## src/rtl/lc4_defines.svh

```systemverilog
`ifndef LC4_DEFINES_SVH
`define LC4_DEFINES_SVH

// datapath widths
`define LC4_WORD_W     16
`define LC4_REG_SEL_W  3
`define LC4_NUM_REGS   8

// issue width, two register reads per lane
`define LC4_NUM_LANES  2
`define LC4_NUM_RD     (2 * `LC4_NUM_LANES)

// first fetch address out of reset
`define LC4_RESET_PC   16'h8200

// major opcodes, insn[15:12]
`define LC4_OP_NOP     4'b0000
`define LC4_OP_ARITH   4'b0001
`define LC4_OP_LOGIC   4'b0101
`define LC4_OP_CONST   4'b1001

// sub-operation codes, insn[5:3]
`define LC4_ARITH_ADD  3'b000
`define LC4_ARITH_SUB  3'b010
`define LC4_LOGIC_AND  3'b000
`define LC4_LOGIC_OR   3'b010
`define LC4_LOGIC_XOR  3'b011

`endif

```

## src/rtl/lc4_pkg.sv

```systemverilog
`include "lc4_defines.svh"

package lc4_pkg;

   typedef logic [`LC4_WORD_W-1:0]    word_t;
   typedef logic [`LC4_WORD_W-1:0]    insn_t;
   typedef logic [`LC4_REG_SEL_W-1:0] reg_sel_t;

   // stall code seen on the retire trace
   typedef enum logic [1:0] {
      STALL_NONE  = 2'd0,
      STALL_SPLIT = 2'd1,
      STALL_EMPTY = 2'd2
   } stall_t;

   typedef enum logic [2:0] {
      ALU_ADD,
      ALU_SUB,
      ALU_AND,
      ALU_OR,
      ALU_XOR,
      ALU_PASS_IMM,
      ALU_NONE
   } alu_op_t;

   typedef struct packed {
      reg_sel_t rs;
      logic     rs_re;
      reg_sel_t rt;
      logic     rt_re;
      reg_sel_t rd;
      logic     rd_we;
      alu_op_t  alu_op;
      logic     use_imm;
   } decode_t;

   // one instruction leaving D for a lane
   typedef struct packed {
      word_t   pc;
      insn_t   insn;
      decode_t dec;
      word_t   rs_val;
      word_t   rt_val;
      word_t   imm;
      stall_t  stall;
   } issue_t;

   typedef struct packed {
      logic     we;
      reg_sel_t rd;
      word_t    data;
   } bypass_t;

   typedef struct packed {
      word_t    pc;
      insn_t    insn;
      logic     we;
      reg_sel_t wsel;
      word_t    data;
      stall_t   stall;
   } retire_t;

   function automatic decode_t lc4_decode(input insn_t insn, output word_t imm);
      decode_t dec;
      dec        = '0;
      dec.alu_op = ALU_NONE;
      imm        = '0;
      dec.rd     = insn[11:9];
      dec.rs     = insn[8:6];
      dec.rt     = insn[2:0];
      case (insn[15:12])
         `LC4_OP_NOP: begin
            // stays a no-write instruction
            dec.rd = '0;
         end
         `LC4_OP_ARITH: begin
            if (insn[5]) begin
               imm         = {{(`LC4_WORD_W-5){insn[4]}}, insn[4:0]};
               dec.use_imm = 1'b1;
               dec.alu_op  = ALU_ADD;
            end else begin
               case (insn[5:3])
                  `LC4_ARITH_ADD: dec.alu_op = ALU_ADD;
                  `LC4_ARITH_SUB: dec.alu_op = ALU_SUB;
                  default:        dec.alu_op = ALU_NONE;
               endcase
            end
         end
         `LC4_OP_LOGIC: begin
            case (insn[5:3])
               `LC4_LOGIC_AND: dec.alu_op = ALU_AND;
               `LC4_LOGIC_OR:  dec.alu_op = ALU_OR;
               `LC4_LOGIC_XOR: dec.alu_op = ALU_XOR;
               default:        dec.alu_op = ALU_NONE;
            endcase
         end
         `LC4_OP_CONST: begin
            imm         = {{(`LC4_WORD_W-9){insn[8]}}, insn[8:0]};
            dec.use_imm = 1'b1;
            dec.alu_op  = ALU_PASS_IMM;
         end
         default: dec.alu_op = ALU_NONE;
      endcase
      // only the kept operations write or read registers
      dec.rd_we = (dec.alu_op != ALU_NONE);
      dec.rs_re = dec.rd_we && (dec.alu_op != ALU_PASS_IMM);
      dec.rt_re = dec.rs_re && !dec.use_imm;
      return dec;
   endfunction

endpackage

```

## src/rtl/lc4_issue.sv

```systemverilog
`timescale 1ns/10ps
`include "lc4_defines.svh"

module lc4_issue (
   input  logic              gwe,
   input  logic              i_rst,
   input  lc4_pkg::insn_t    i_insn [`LC4_NUM_LANES],
   output lc4_pkg::word_t    o_cur_pc,
   output lc4_pkg::reg_sel_t o_rd_sel [`LC4_NUM_RD],
   input  lc4_pkg::word_t    i_rd_data [`LC4_NUM_RD],
   output lc4_pkg::issue_t   o_issue [`LC4_NUM_LANES]
);
   import lc4_pkg::*;

   // one decode slot, empty marks a reset bubble
   typedef struct packed {
      word_t pc;
      insn_t insn;
      logic  empty;
   } slot_t;

   word_t   pc_q;
   word_t   pc_plus_one;
   word_t   pc_plus_two;
   slot_t   slot_a_q;
   slot_t   slot_b_q;
   decode_t dec_a;
   decode_t dec_b;
   word_t   imm_a;
   word_t   imm_b;
   logic    split;

   function automatic issue_t build_issue(slot_t s, decode_t d, word_t imm,
                                          word_t rs_val, word_t rt_val);
      issue_t p;
      p = '0;
      if (s.empty) begin
         p.stall = STALL_EMPTY;
      end else begin
         p.pc     = s.pc;
         p.insn   = s.insn;
         p.dec    = d;
         p.rs_val = rs_val;
         p.rt_val = rt_val;
         p.imm    = imm;
         p.stall  = STALL_NONE;
      end
      return p;
   endfunction

   assign pc_plus_one = pc_q + word_t'(1);
   assign pc_plus_two = pc_q + word_t'(2);
   assign o_cur_pc    = pc_q;

   always_comb begin
      dec_a = lc4_decode(slot_a_q.insn, imm_a);
      dec_b = lc4_decode(slot_b_q.insn, imm_b);
   end

   // B is held back when it reads what A writes in the same pair
   always_comb begin
      split = !slot_a_q.empty && !slot_b_q.empty && dec_a.rd_we &&
              ((dec_b.rs_re && (dec_b.rs == dec_a.rd)) ||
               (dec_b.rt_re && (dec_b.rt == dec_a.rd)));
   end

   // read ports: A.rs, A.rt, B.rs, B.rt
   assign o_rd_sel[0] = dec_a.rs;
   assign o_rd_sel[1] = dec_a.rt;
   assign o_rd_sel[2] = dec_b.rs;
   assign o_rd_sel[3] = dec_b.rt;

   always_comb begin
      o_issue[0] = build_issue(slot_a_q, dec_a, imm_a, i_rd_data[0], i_rd_data[1]);
      if (split) begin
         o_issue[1]       = '0;
         o_issue[1].stall = STALL_SPLIT;
      end else begin
         o_issue[1] = build_issue(slot_b_q, dec_b, imm_b, i_rd_data[2], i_rd_data[3]);
      end
   end

   always_ff @(posedge gwe) begin
      if (i_rst) begin
         pc_q     <= `LC4_RESET_PC;
         slot_a_q <= '{pc: '0, insn: '0, empty: 1'b1};
         slot_b_q <= '{pc: '0, insn: '0, empty: 1'b1};
      end else if (split) begin
         // B moves up to A, the next fetched word fills B
         pc_q     <= pc_plus_one;
         slot_a_q <= slot_b_q;
         slot_b_q <= '{pc: pc_q, insn: i_insn[0], empty: 1'b0};
      end else begin
         pc_q     <= pc_plus_two;
         slot_a_q <= '{pc: pc_q, insn: i_insn[0], empty: 1'b0};
         slot_b_q <= '{pc: pc_plus_one, insn: i_insn[1], empty: 1'b0};
      end
   end

   // fetch moves forward by one on a split and by two otherwise
   a_pc_step: assert property (@(posedge gwe) disable iff (i_rst)
      !$past(i_rst) |->
         (pc_q == $past(pc_q) + word_t'(1)) || (pc_q == $past(pc_q) + word_t'(2)));

endmodule

```

## src/rtl/lc4_exec_lane.sv

```systemverilog
`timescale 1ns/10ps
`include "lc4_defines.svh"

module lc4_exec_lane (
   input  logic             gwe,
   input  logic             i_rst,
   input  lc4_pkg::issue_t  i_issue,
   input  lc4_pkg::bypass_t i_bypass [`LC4_NUM_LANES],
   output lc4_pkg::bypass_t o_bypass,
   output lc4_pkg::retire_t o_retire
);
   import lc4_pkg::*;

   issue_t  x_q;
   retire_t w_q;
   word_t   op_a;
   word_t   op_rt;
   word_t   op_b;
   word_t   alu_out;

   // W of every lane, higher lane is younger and wins
   function automatic word_t wb_bypass(reg_sel_t sel, word_t reg_val);
      word_t v;
      v = reg_val;
      for (int l = 0; l < `LC4_NUM_LANES; l++) begin
         if (i_bypass[l].we && (i_bypass[l].rd == sel)) begin
            v = i_bypass[l].data;
         end
      end
      return v;
   endfunction

   always_ff @(posedge gwe) begin
      if (i_rst) begin
         x_q       <= '0;
         x_q.stall <= STALL_EMPTY;
      end else begin
         x_q <= i_issue;
      end
   end

   always_comb begin
      op_a  = wb_bypass(x_q.dec.rs, x_q.rs_val);
      op_rt = wb_bypass(x_q.dec.rt, x_q.rt_val);
   end

   assign op_b = x_q.dec.use_imm ? x_q.imm : op_rt;

   always_comb begin
      case (x_q.dec.alu_op)
         ALU_ADD:      alu_out = op_a + op_b;
         ALU_SUB:      alu_out = op_a - op_b;
         ALU_AND:      alu_out = op_a & op_b;
         ALU_OR:       alu_out = op_a | op_b;
         ALU_XOR:      alu_out = op_a ^ op_b;
         ALU_PASS_IMM: alu_out = x_q.imm;
         default:      alu_out = '0;
      endcase
   end

   always_ff @(posedge gwe) begin
      if (i_rst) begin
         w_q <= '{pc: '0, insn: '0, we: 1'b0, wsel: '0, data: '0, stall: STALL_EMPTY};
      end else begin
         w_q.pc    <= x_q.pc;
         w_q.insn  <= x_q.insn;
         w_q.we    <= x_q.dec.rd_we;
         w_q.wsel  <= x_q.dec.rd;
         w_q.data  <= alu_out;
         w_q.stall <= x_q.stall;
      end
   end

   assign o_bypass = '{we: w_q.we, rd: w_q.wsel, data: w_q.data};
   assign o_retire = w_q;

   // bubbles from the issue stage never carry a write
   a_we_no_stall: assert property (@(posedge gwe) disable iff (i_rst)
      w_q.we |-> (w_q.stall == STALL_NONE));

endmodule

```

## src/rtl/lc4_regfile_wb.sv

```systemverilog
`timescale 1ns/10ps
`include "lc4_defines.svh"

module lc4_regfile_wb (
   input  logic              gwe,
   input  logic              i_rst,
   input  lc4_pkg::reg_sel_t i_rd_sel [`LC4_NUM_RD],
   output lc4_pkg::word_t    o_rd_data [`LC4_NUM_RD],
   input  lc4_pkg::retire_t  i_retire [`LC4_NUM_LANES],
   output lc4_pkg::retire_t  o_retire [`LC4_NUM_LANES]
);
   import lc4_pkg::*;

   word_t                     regs [`LC4_NUM_REGS];
   logic [`LC4_NUM_LANES-1:0] wr_en;

   always_comb begin
      for (int l = 0; l < `LC4_NUM_LANES; l++) begin
         wr_en[l] = i_retire[l].we;
      end
   end

   // lane 1 is written last so it wins on a shared register
   always_ff @(posedge gwe) begin
      if (i_rst) begin
         for (int r = 0; r < `LC4_NUM_REGS; r++) begin
            regs[r] <= '0;
         end
      end else begin
         for (int l = 0; l < `LC4_NUM_LANES; l++) begin
            if (wr_en[l]) begin
               regs[i_retire[l].wsel] <= i_retire[l].data;
            end
         end
      end
   end

   // write-through so D sees the value retiring this cycle
   always_comb begin
      for (int p = 0; p < `LC4_NUM_RD; p++) begin
         o_rd_data[p] = regs[i_rd_sel[p]];
         for (int l = 0; l < `LC4_NUM_LANES; l++) begin
            if (wr_en[l] && (i_retire[l].wsel == i_rd_sel[p])) begin
               o_rd_data[p] = i_retire[l].data;
            end
         end
      end
   end

   assign o_retire = i_retire;

   // lanes hold their reset bubbles for as long as reset is held
   a_no_write_in_reset: assert property (@(posedge gwe)
      (i_rst && $past(i_rst)) |-> (wr_en == '0));

endmodule

```

## src/rtl/lc4_superscalar.sv

```systemverilog
`timescale 1ns/10ps
`include "lc4_defines.svh"

module lc4_superscalar (
   input  logic             gwe,
   input  logic             i_rst,
   output lc4_pkg::word_t   o_cur_pc,
   input  lc4_pkg::insn_t   i_insn [`LC4_NUM_LANES],
   output lc4_pkg::retire_t o_retire [`LC4_NUM_LANES]
);
   import lc4_pkg::*;

   reg_sel_t rd_sel  [`LC4_NUM_RD];
   word_t    rd_data [`LC4_NUM_RD];
   issue_t   issue   [`LC4_NUM_LANES];
   bypass_t  bypass  [`LC4_NUM_LANES];
   retire_t  retire  [`LC4_NUM_LANES];

   // fetch and D stage
   lc4_issue u_issue (
      .gwe       (gwe),
      .i_rst     (i_rst),
      .i_insn    (i_insn),
      .o_cur_pc  (o_cur_pc),
      .o_rd_sel  (rd_sel),
      .i_rd_data (rd_data),
      .o_issue   (issue)
   );

   // X and W, every lane sees the W bypass of all lanes
   for (genvar l = 0; l < `LC4_NUM_LANES; l++) begin : g_lane
      lc4_exec_lane u_lane (
         .gwe      (gwe),
         .i_rst    (i_rst),
         .i_issue  (issue[l]),
         .i_bypass (bypass),
         .o_bypass (bypass[l]),
         .o_retire (retire[l])
      );
   end

   lc4_regfile_wb u_regfile (
      .gwe       (gwe),
      .i_rst     (i_rst),
      .i_rd_sel  (rd_sel),
      .o_rd_data (rd_data),
      .i_retire  (retire),
      .o_retire  (o_retire)
   );

endmodule

```

## config.mk

```make
export PLATFORM = sky130hd
export DESIGN_NAME = lc4_superscalar
export DESIGN_NICKNAME = d
export VERILOG_FILES = /design/src/rtl/lc4_pkg.sv /design/src/rtl/lc4_issue.sv /design/src/rtl/lc4_exec_lane.sv /design/src/rtl/lc4_regfile_wb.sv /design/src/rtl/lc4_superscalar.sv
export VERILOG_INCLUDE_DIRS = /design/src /design/src/rtl
export SDC_FILE = /design/constraint.sdc
export NUM_CORES = 1
export LEC_CHECK = 0
export ABC_AREA = 1
export BUFFER_PORTS_ARGS = -buffer_cell sky130_fd_sc_hd__buf_4
export CORE_UTILIZATION = 42
export CTS_BUF_LIST = sky130_fd_sc_hd__clkbuf_16
export DETAILED_ROUTE_END_ITERATION = 6
export GPL_ROUTABILITY_DRIVEN = 0
export GPL_TIMING_DRIVEN = 1
export HOLD_SLACK_MARGIN = 0.1
export PLACE_DENSITY = 0.57
export SYNTH_ARGS = -nofsm -noshare
export SYNTH_HDL_FRONTEND = slang
export SYNTH_SLANG_ARGS = --single-unit
```

## constraint.sdc

```tcl
create_clock -name gwe -period 5.2 [get_ports gwe]
set_input_delay 1.04 -clock gwe [delete_from_list [all_inputs] [get_ports gwe]]
set_output_delay 1.04 -clock gwe [all_outputs]
set_load 0.02 [all_outputs]
```

==> impl_metrics.yaml <==
status:
  outcome: "complete, but fails checks"
  violations: "design-rule violations"
critical_path:
  r2r.worst_path.cells: 24
  reg2reg_slack_ns: 0.57
  crit_top_cell: "nand2_1"
  r2r-end: "g_lane[1].u_lane.o_bypass[13]"
  critPathLaunchType: "flop"
  path_buf_inv: 2
  crit_start: "g_lane[1].u_lane.o_bypass[18]"
  cp_top_family: "compound AO/OA/AOI/OAI gates"
  endpoint_kind: "flop"
  path_max_fanout: 17
  r2r_start: "g_lane[1].u_lane.o_bypass[18]"
  path_class: "flop to flop"
  crit_chain: "xor2_1 -> nor2_2 -> nand2_2 -> nand3_1 -> a21oi_2 -> inv_1 -> ha_1 -> nand2_1 -> o21ai_0 -> inv_1 -> ha_1 -> nand2_1 -> o21ai_0 -> nand2_1 -> nand2_1 -> a21oi_1 -> o21ai_0 -> a21oi_1 -> o21ai_0 -> nand2_1 -> nand2_1 -> nand2_1 -> nand3_1 -> a21oi_1"
  crit_cells: 24
  crit_required_ns: 5.67
  cp_slowest_stage_delay_ns: 0.66
  slowest_stage: "dfxtp_1"
  worst_ep_arrival_time_ns: 5.10
timing:
  min_period_over_period: 0.890
  finalSetupViolations: 0
  setup_tns_ns: 0
  max_freq_mhz: 216
  hold_violations: 0
  rsz0062_at_grt: "false"
  max_slew_margin: 0.157
  drv_slew: 0
  worst_slew_pin_slew_ns: 1.25
  min_period_ns: 4.63
  layout_setup_ws_ns: 0.574
  skew_ns: 0.0288
  hold_slack_ns: 0.393
logic_synthesis:
  synth_fa_ha_area_frac: 0.0476
  syn_area_sq_mm: 0.0274
  synth_top_family_by_area: "compound AO/OA/AOI/OAI gates"
  muxShareOfSynthArea: 0
  synth_area_leaders: "dfxtp_1, edfxtp_1, o21ai_0"
  synth-xor-area-share: 0.0179
  synth_top_area_frac: 0.259
  synth_cell_types: 57
  syn_nets: 3896
  synth_simple_gate_area_share: 0.174
  avgSynthCellArea_sq_um: 7.28
  synthFlopType: "dfxtp_1"
  yosysMostFrequentCell: "o21ai_0"
  yosysWarnings: 0
  synthCells: 3759
  synth_common_cells: "o21ai_0, nand2_1, nor2_1"
  yosysTopAreaCell: "dfxtp_1"
  synth_edf_count: 128
  synthArstFlopShare: 0
  ys_seq_area_frac: 0.399
  synth-seq-cells: 482
  synth-compound-area-share: 0.262
clock_tree:
  clock_latency_ns: 0.65
  holdBufCountCts: 0
  path_clk_slew_ns: 0.06
  cts_resized: 0
  cts_tree: "yes"
  post-cts-setup-buffers: 0
  cts_buffers: 56
  clk_path_buf_depth: 3
  cts.sinks: 482
  root_buffer: "clkbuf_16"
  cts_htree_levels: 2
grt:
  grt_overflow: 0
  met1_usage: 0.434
  grt_pass1_vias: 25900
  grt-busiest-layer: "met2"
  grt_max_degree: 97
  antenna_found_initial: 2
  globalRouteTotalUtil: 0.336
  use_met3: 0.0732
  gr-usage-met2: 0.518
  grt_pass1_wl_um: 167000
detailed_routing:
  drc_errors: 9
  drt-initial-drc-count: 3573
  vias: 28000
  wirelength_um: 114000
  wire_per_inst_um: 24.2
  first_pass_iters: 7
  via_per_inst: 5.95
  drtAntennaViolNets: 0
power_and_ir_drop:
  seqPwrFrac: 0.397
  p_per_area_mw_per_mm2: 344
  power.switching_w: 0.00364
  clockPowerShare: 0.380
  internal_power_w: 0.00708
  leakagePower_nw: 12.6
  switching_share: 0.339
  pwr-share-comb: 0.223
  peakVddDrop_uv: 307
finish:
  diodes: 0
  drive_above_1_share: 0.108
  nNetsFinal: 3936
  fillers: 6523
  syn2layout_area_growth_pct: 13.8
die:
  die_h_um: 257
  die-area_sq_mm: 0.0662
  die_w_um: 257
  fp-row-count: 93
  core_sq_mm: 0.0645
  start_util: 0.424
  num_io_pins: 158
min_path:
  holdPathEnd: "g_lane[0].u_lane.o_retire[38]"
  hold_class: "flop to flop"
  min-delay-start: "g_lane[0].u_lane.x_q[82]"
  holdPathStages: 2
run:
  drv_cap: 0
place:
  dp_slack_ns: 0.626
  port_buffers: 156
  dp_hpwl_um: 75200
==> worst max-delay path by stage <==
stage	slack, ns	endpoint
detailed placement	0.63	g_lane[1].u_lane.o_bypass[13]
floorplan	1.23	g_lane[1].u_lane.o_bypass[13]
finish	0.57	g_lane[1].u_lane.o_bypass[13]
global route	0.08	g_lane[1].u_lane.o_bypass[13]
CTS	0.57	g_lane[1].u_lane.o_bypass[13]
global placement	0.68	g_lane[1].u_lane.o_bypass[13]
==> per-layer routing <==
| metal | vias up | routed length (um) |
|---|---|---|
| li1 | 12900 | - |
| met2 | 1664 | 49400 |
| met1 | 13000 | 44700 |
| met4 | 0 | 6810 |
| met5 | - | 0 |
| met3 | 361 | 13000 |
==> cell families (layout without fill, tap and decap cells) <==
logic type | count (synthesis) | after routing
AND/OR/NAND/NOR | 1139 | 1139
adder cells (fa/ha/maj) | 103 | 103
flip-flops | 482 | 482
XOR/XNOR | 56 | 56
AO/OA/AOI/OAI | 1273 | 1273
other | 1 | 1
buffers and inverters | 705 | 791
==> area by class of cell <==
cell class | count | area, sq um | area share
Clock inverter | 45 | 400 | 0.0129
Tap cell | 855 | 1070 | 0.0344
Clock buffer | 59 | 1480 | 0.0474
Inverter | 435 | 1630 | 0.0524
Timing Repair Buffer | 252 | 1890 | 0.0608
Multi-Input combinational cell | 2572 | 13700 | 0.441
Sequential cell | 482 | 10900 | 0.351
==> placed cells by master (no fill, tap or decap), types with 59 or more instances in the layout <==
cell type  instances
inv_1            420
clkbuf_16         59
dfxtp_1          347
edfxtp_1         128
ha_1             101
nand3_1          166
o22ai_1          160
o21ai_0          594
nand2_1          450
o211ai_1          66
a21oi_1          297
nor2_1           427
buf_4            252
==> state kept, by name, indices dropped and copies added, names as in the netlist <==
| name | count |
|---|---|
| u_issue.o_cur_pc | 16 |
| g_lane.u_lane.o_retire | 67 |
| u_issue.slot_a_q | 27 |
| u_issue.slot_b_q | 27 |
| g_lane.u_lane.o_bypass | 40 |
| u_regfile.regs | 128 |
| u_issue.o_rd_sel | 12 |
| g_lane.u_lane.x_q | 165 |
==> worst register-to-register path, cell delays in order, from the launching register on <==
cell     delay (ns)
dfxtp_1        0.66
xor2_1         0.27
nor2_2         0.13
nand2_2        0.27
nand3_1        0.16
a21oi_2        0.26
inv_1          0.12
ha_1           0.29
nand2_1        0.05
o21ai_0        0.15
inv_1          0.09
ha_1           0.29
nand2_1        0.05
o21ai_0        0.25
nand2_1        0.08
nand2_1        0.07
a21oi_1        0.07
o21ai_0        0.38
a21oi_1        0.17
o21ai_0        0.32
nand2_1        0.11
nand2_1        0.07
nand2_1        0.04
nand3_1        0.06
a21oi_1        0.06
==> through the flow <==
stage          utilization  total power, W  cells  cell area (sq um)
6_report             0.483          0.0107   4700              31100
5_1_grt              0.483          0.0111   4700              31100
4_1_cts              0.483          0.0107   4700              31100
3_5_place_dp         0.454         0.00664   4596              29300
3_3_place_gp         0.454         0.00664   4596              29300
2_1_floorplan            -         0.00568   3759              27400
==> power by group through the flow <==
stage,sequential [W],clock (W),combinational (W)
6_report,0.00426,0.00407,0.00239
5_1_grt,0.00426,0.00427,0.00257
4_1_cts,0.00425,0.00410,0.00232
3_5_place_dp,0.00433,0,0.00231
3_3_place_gp,0.00433,0,0.00231
2_1_floorplan,0.00428,0,0.00139
(Power assumes the default switching activity.)
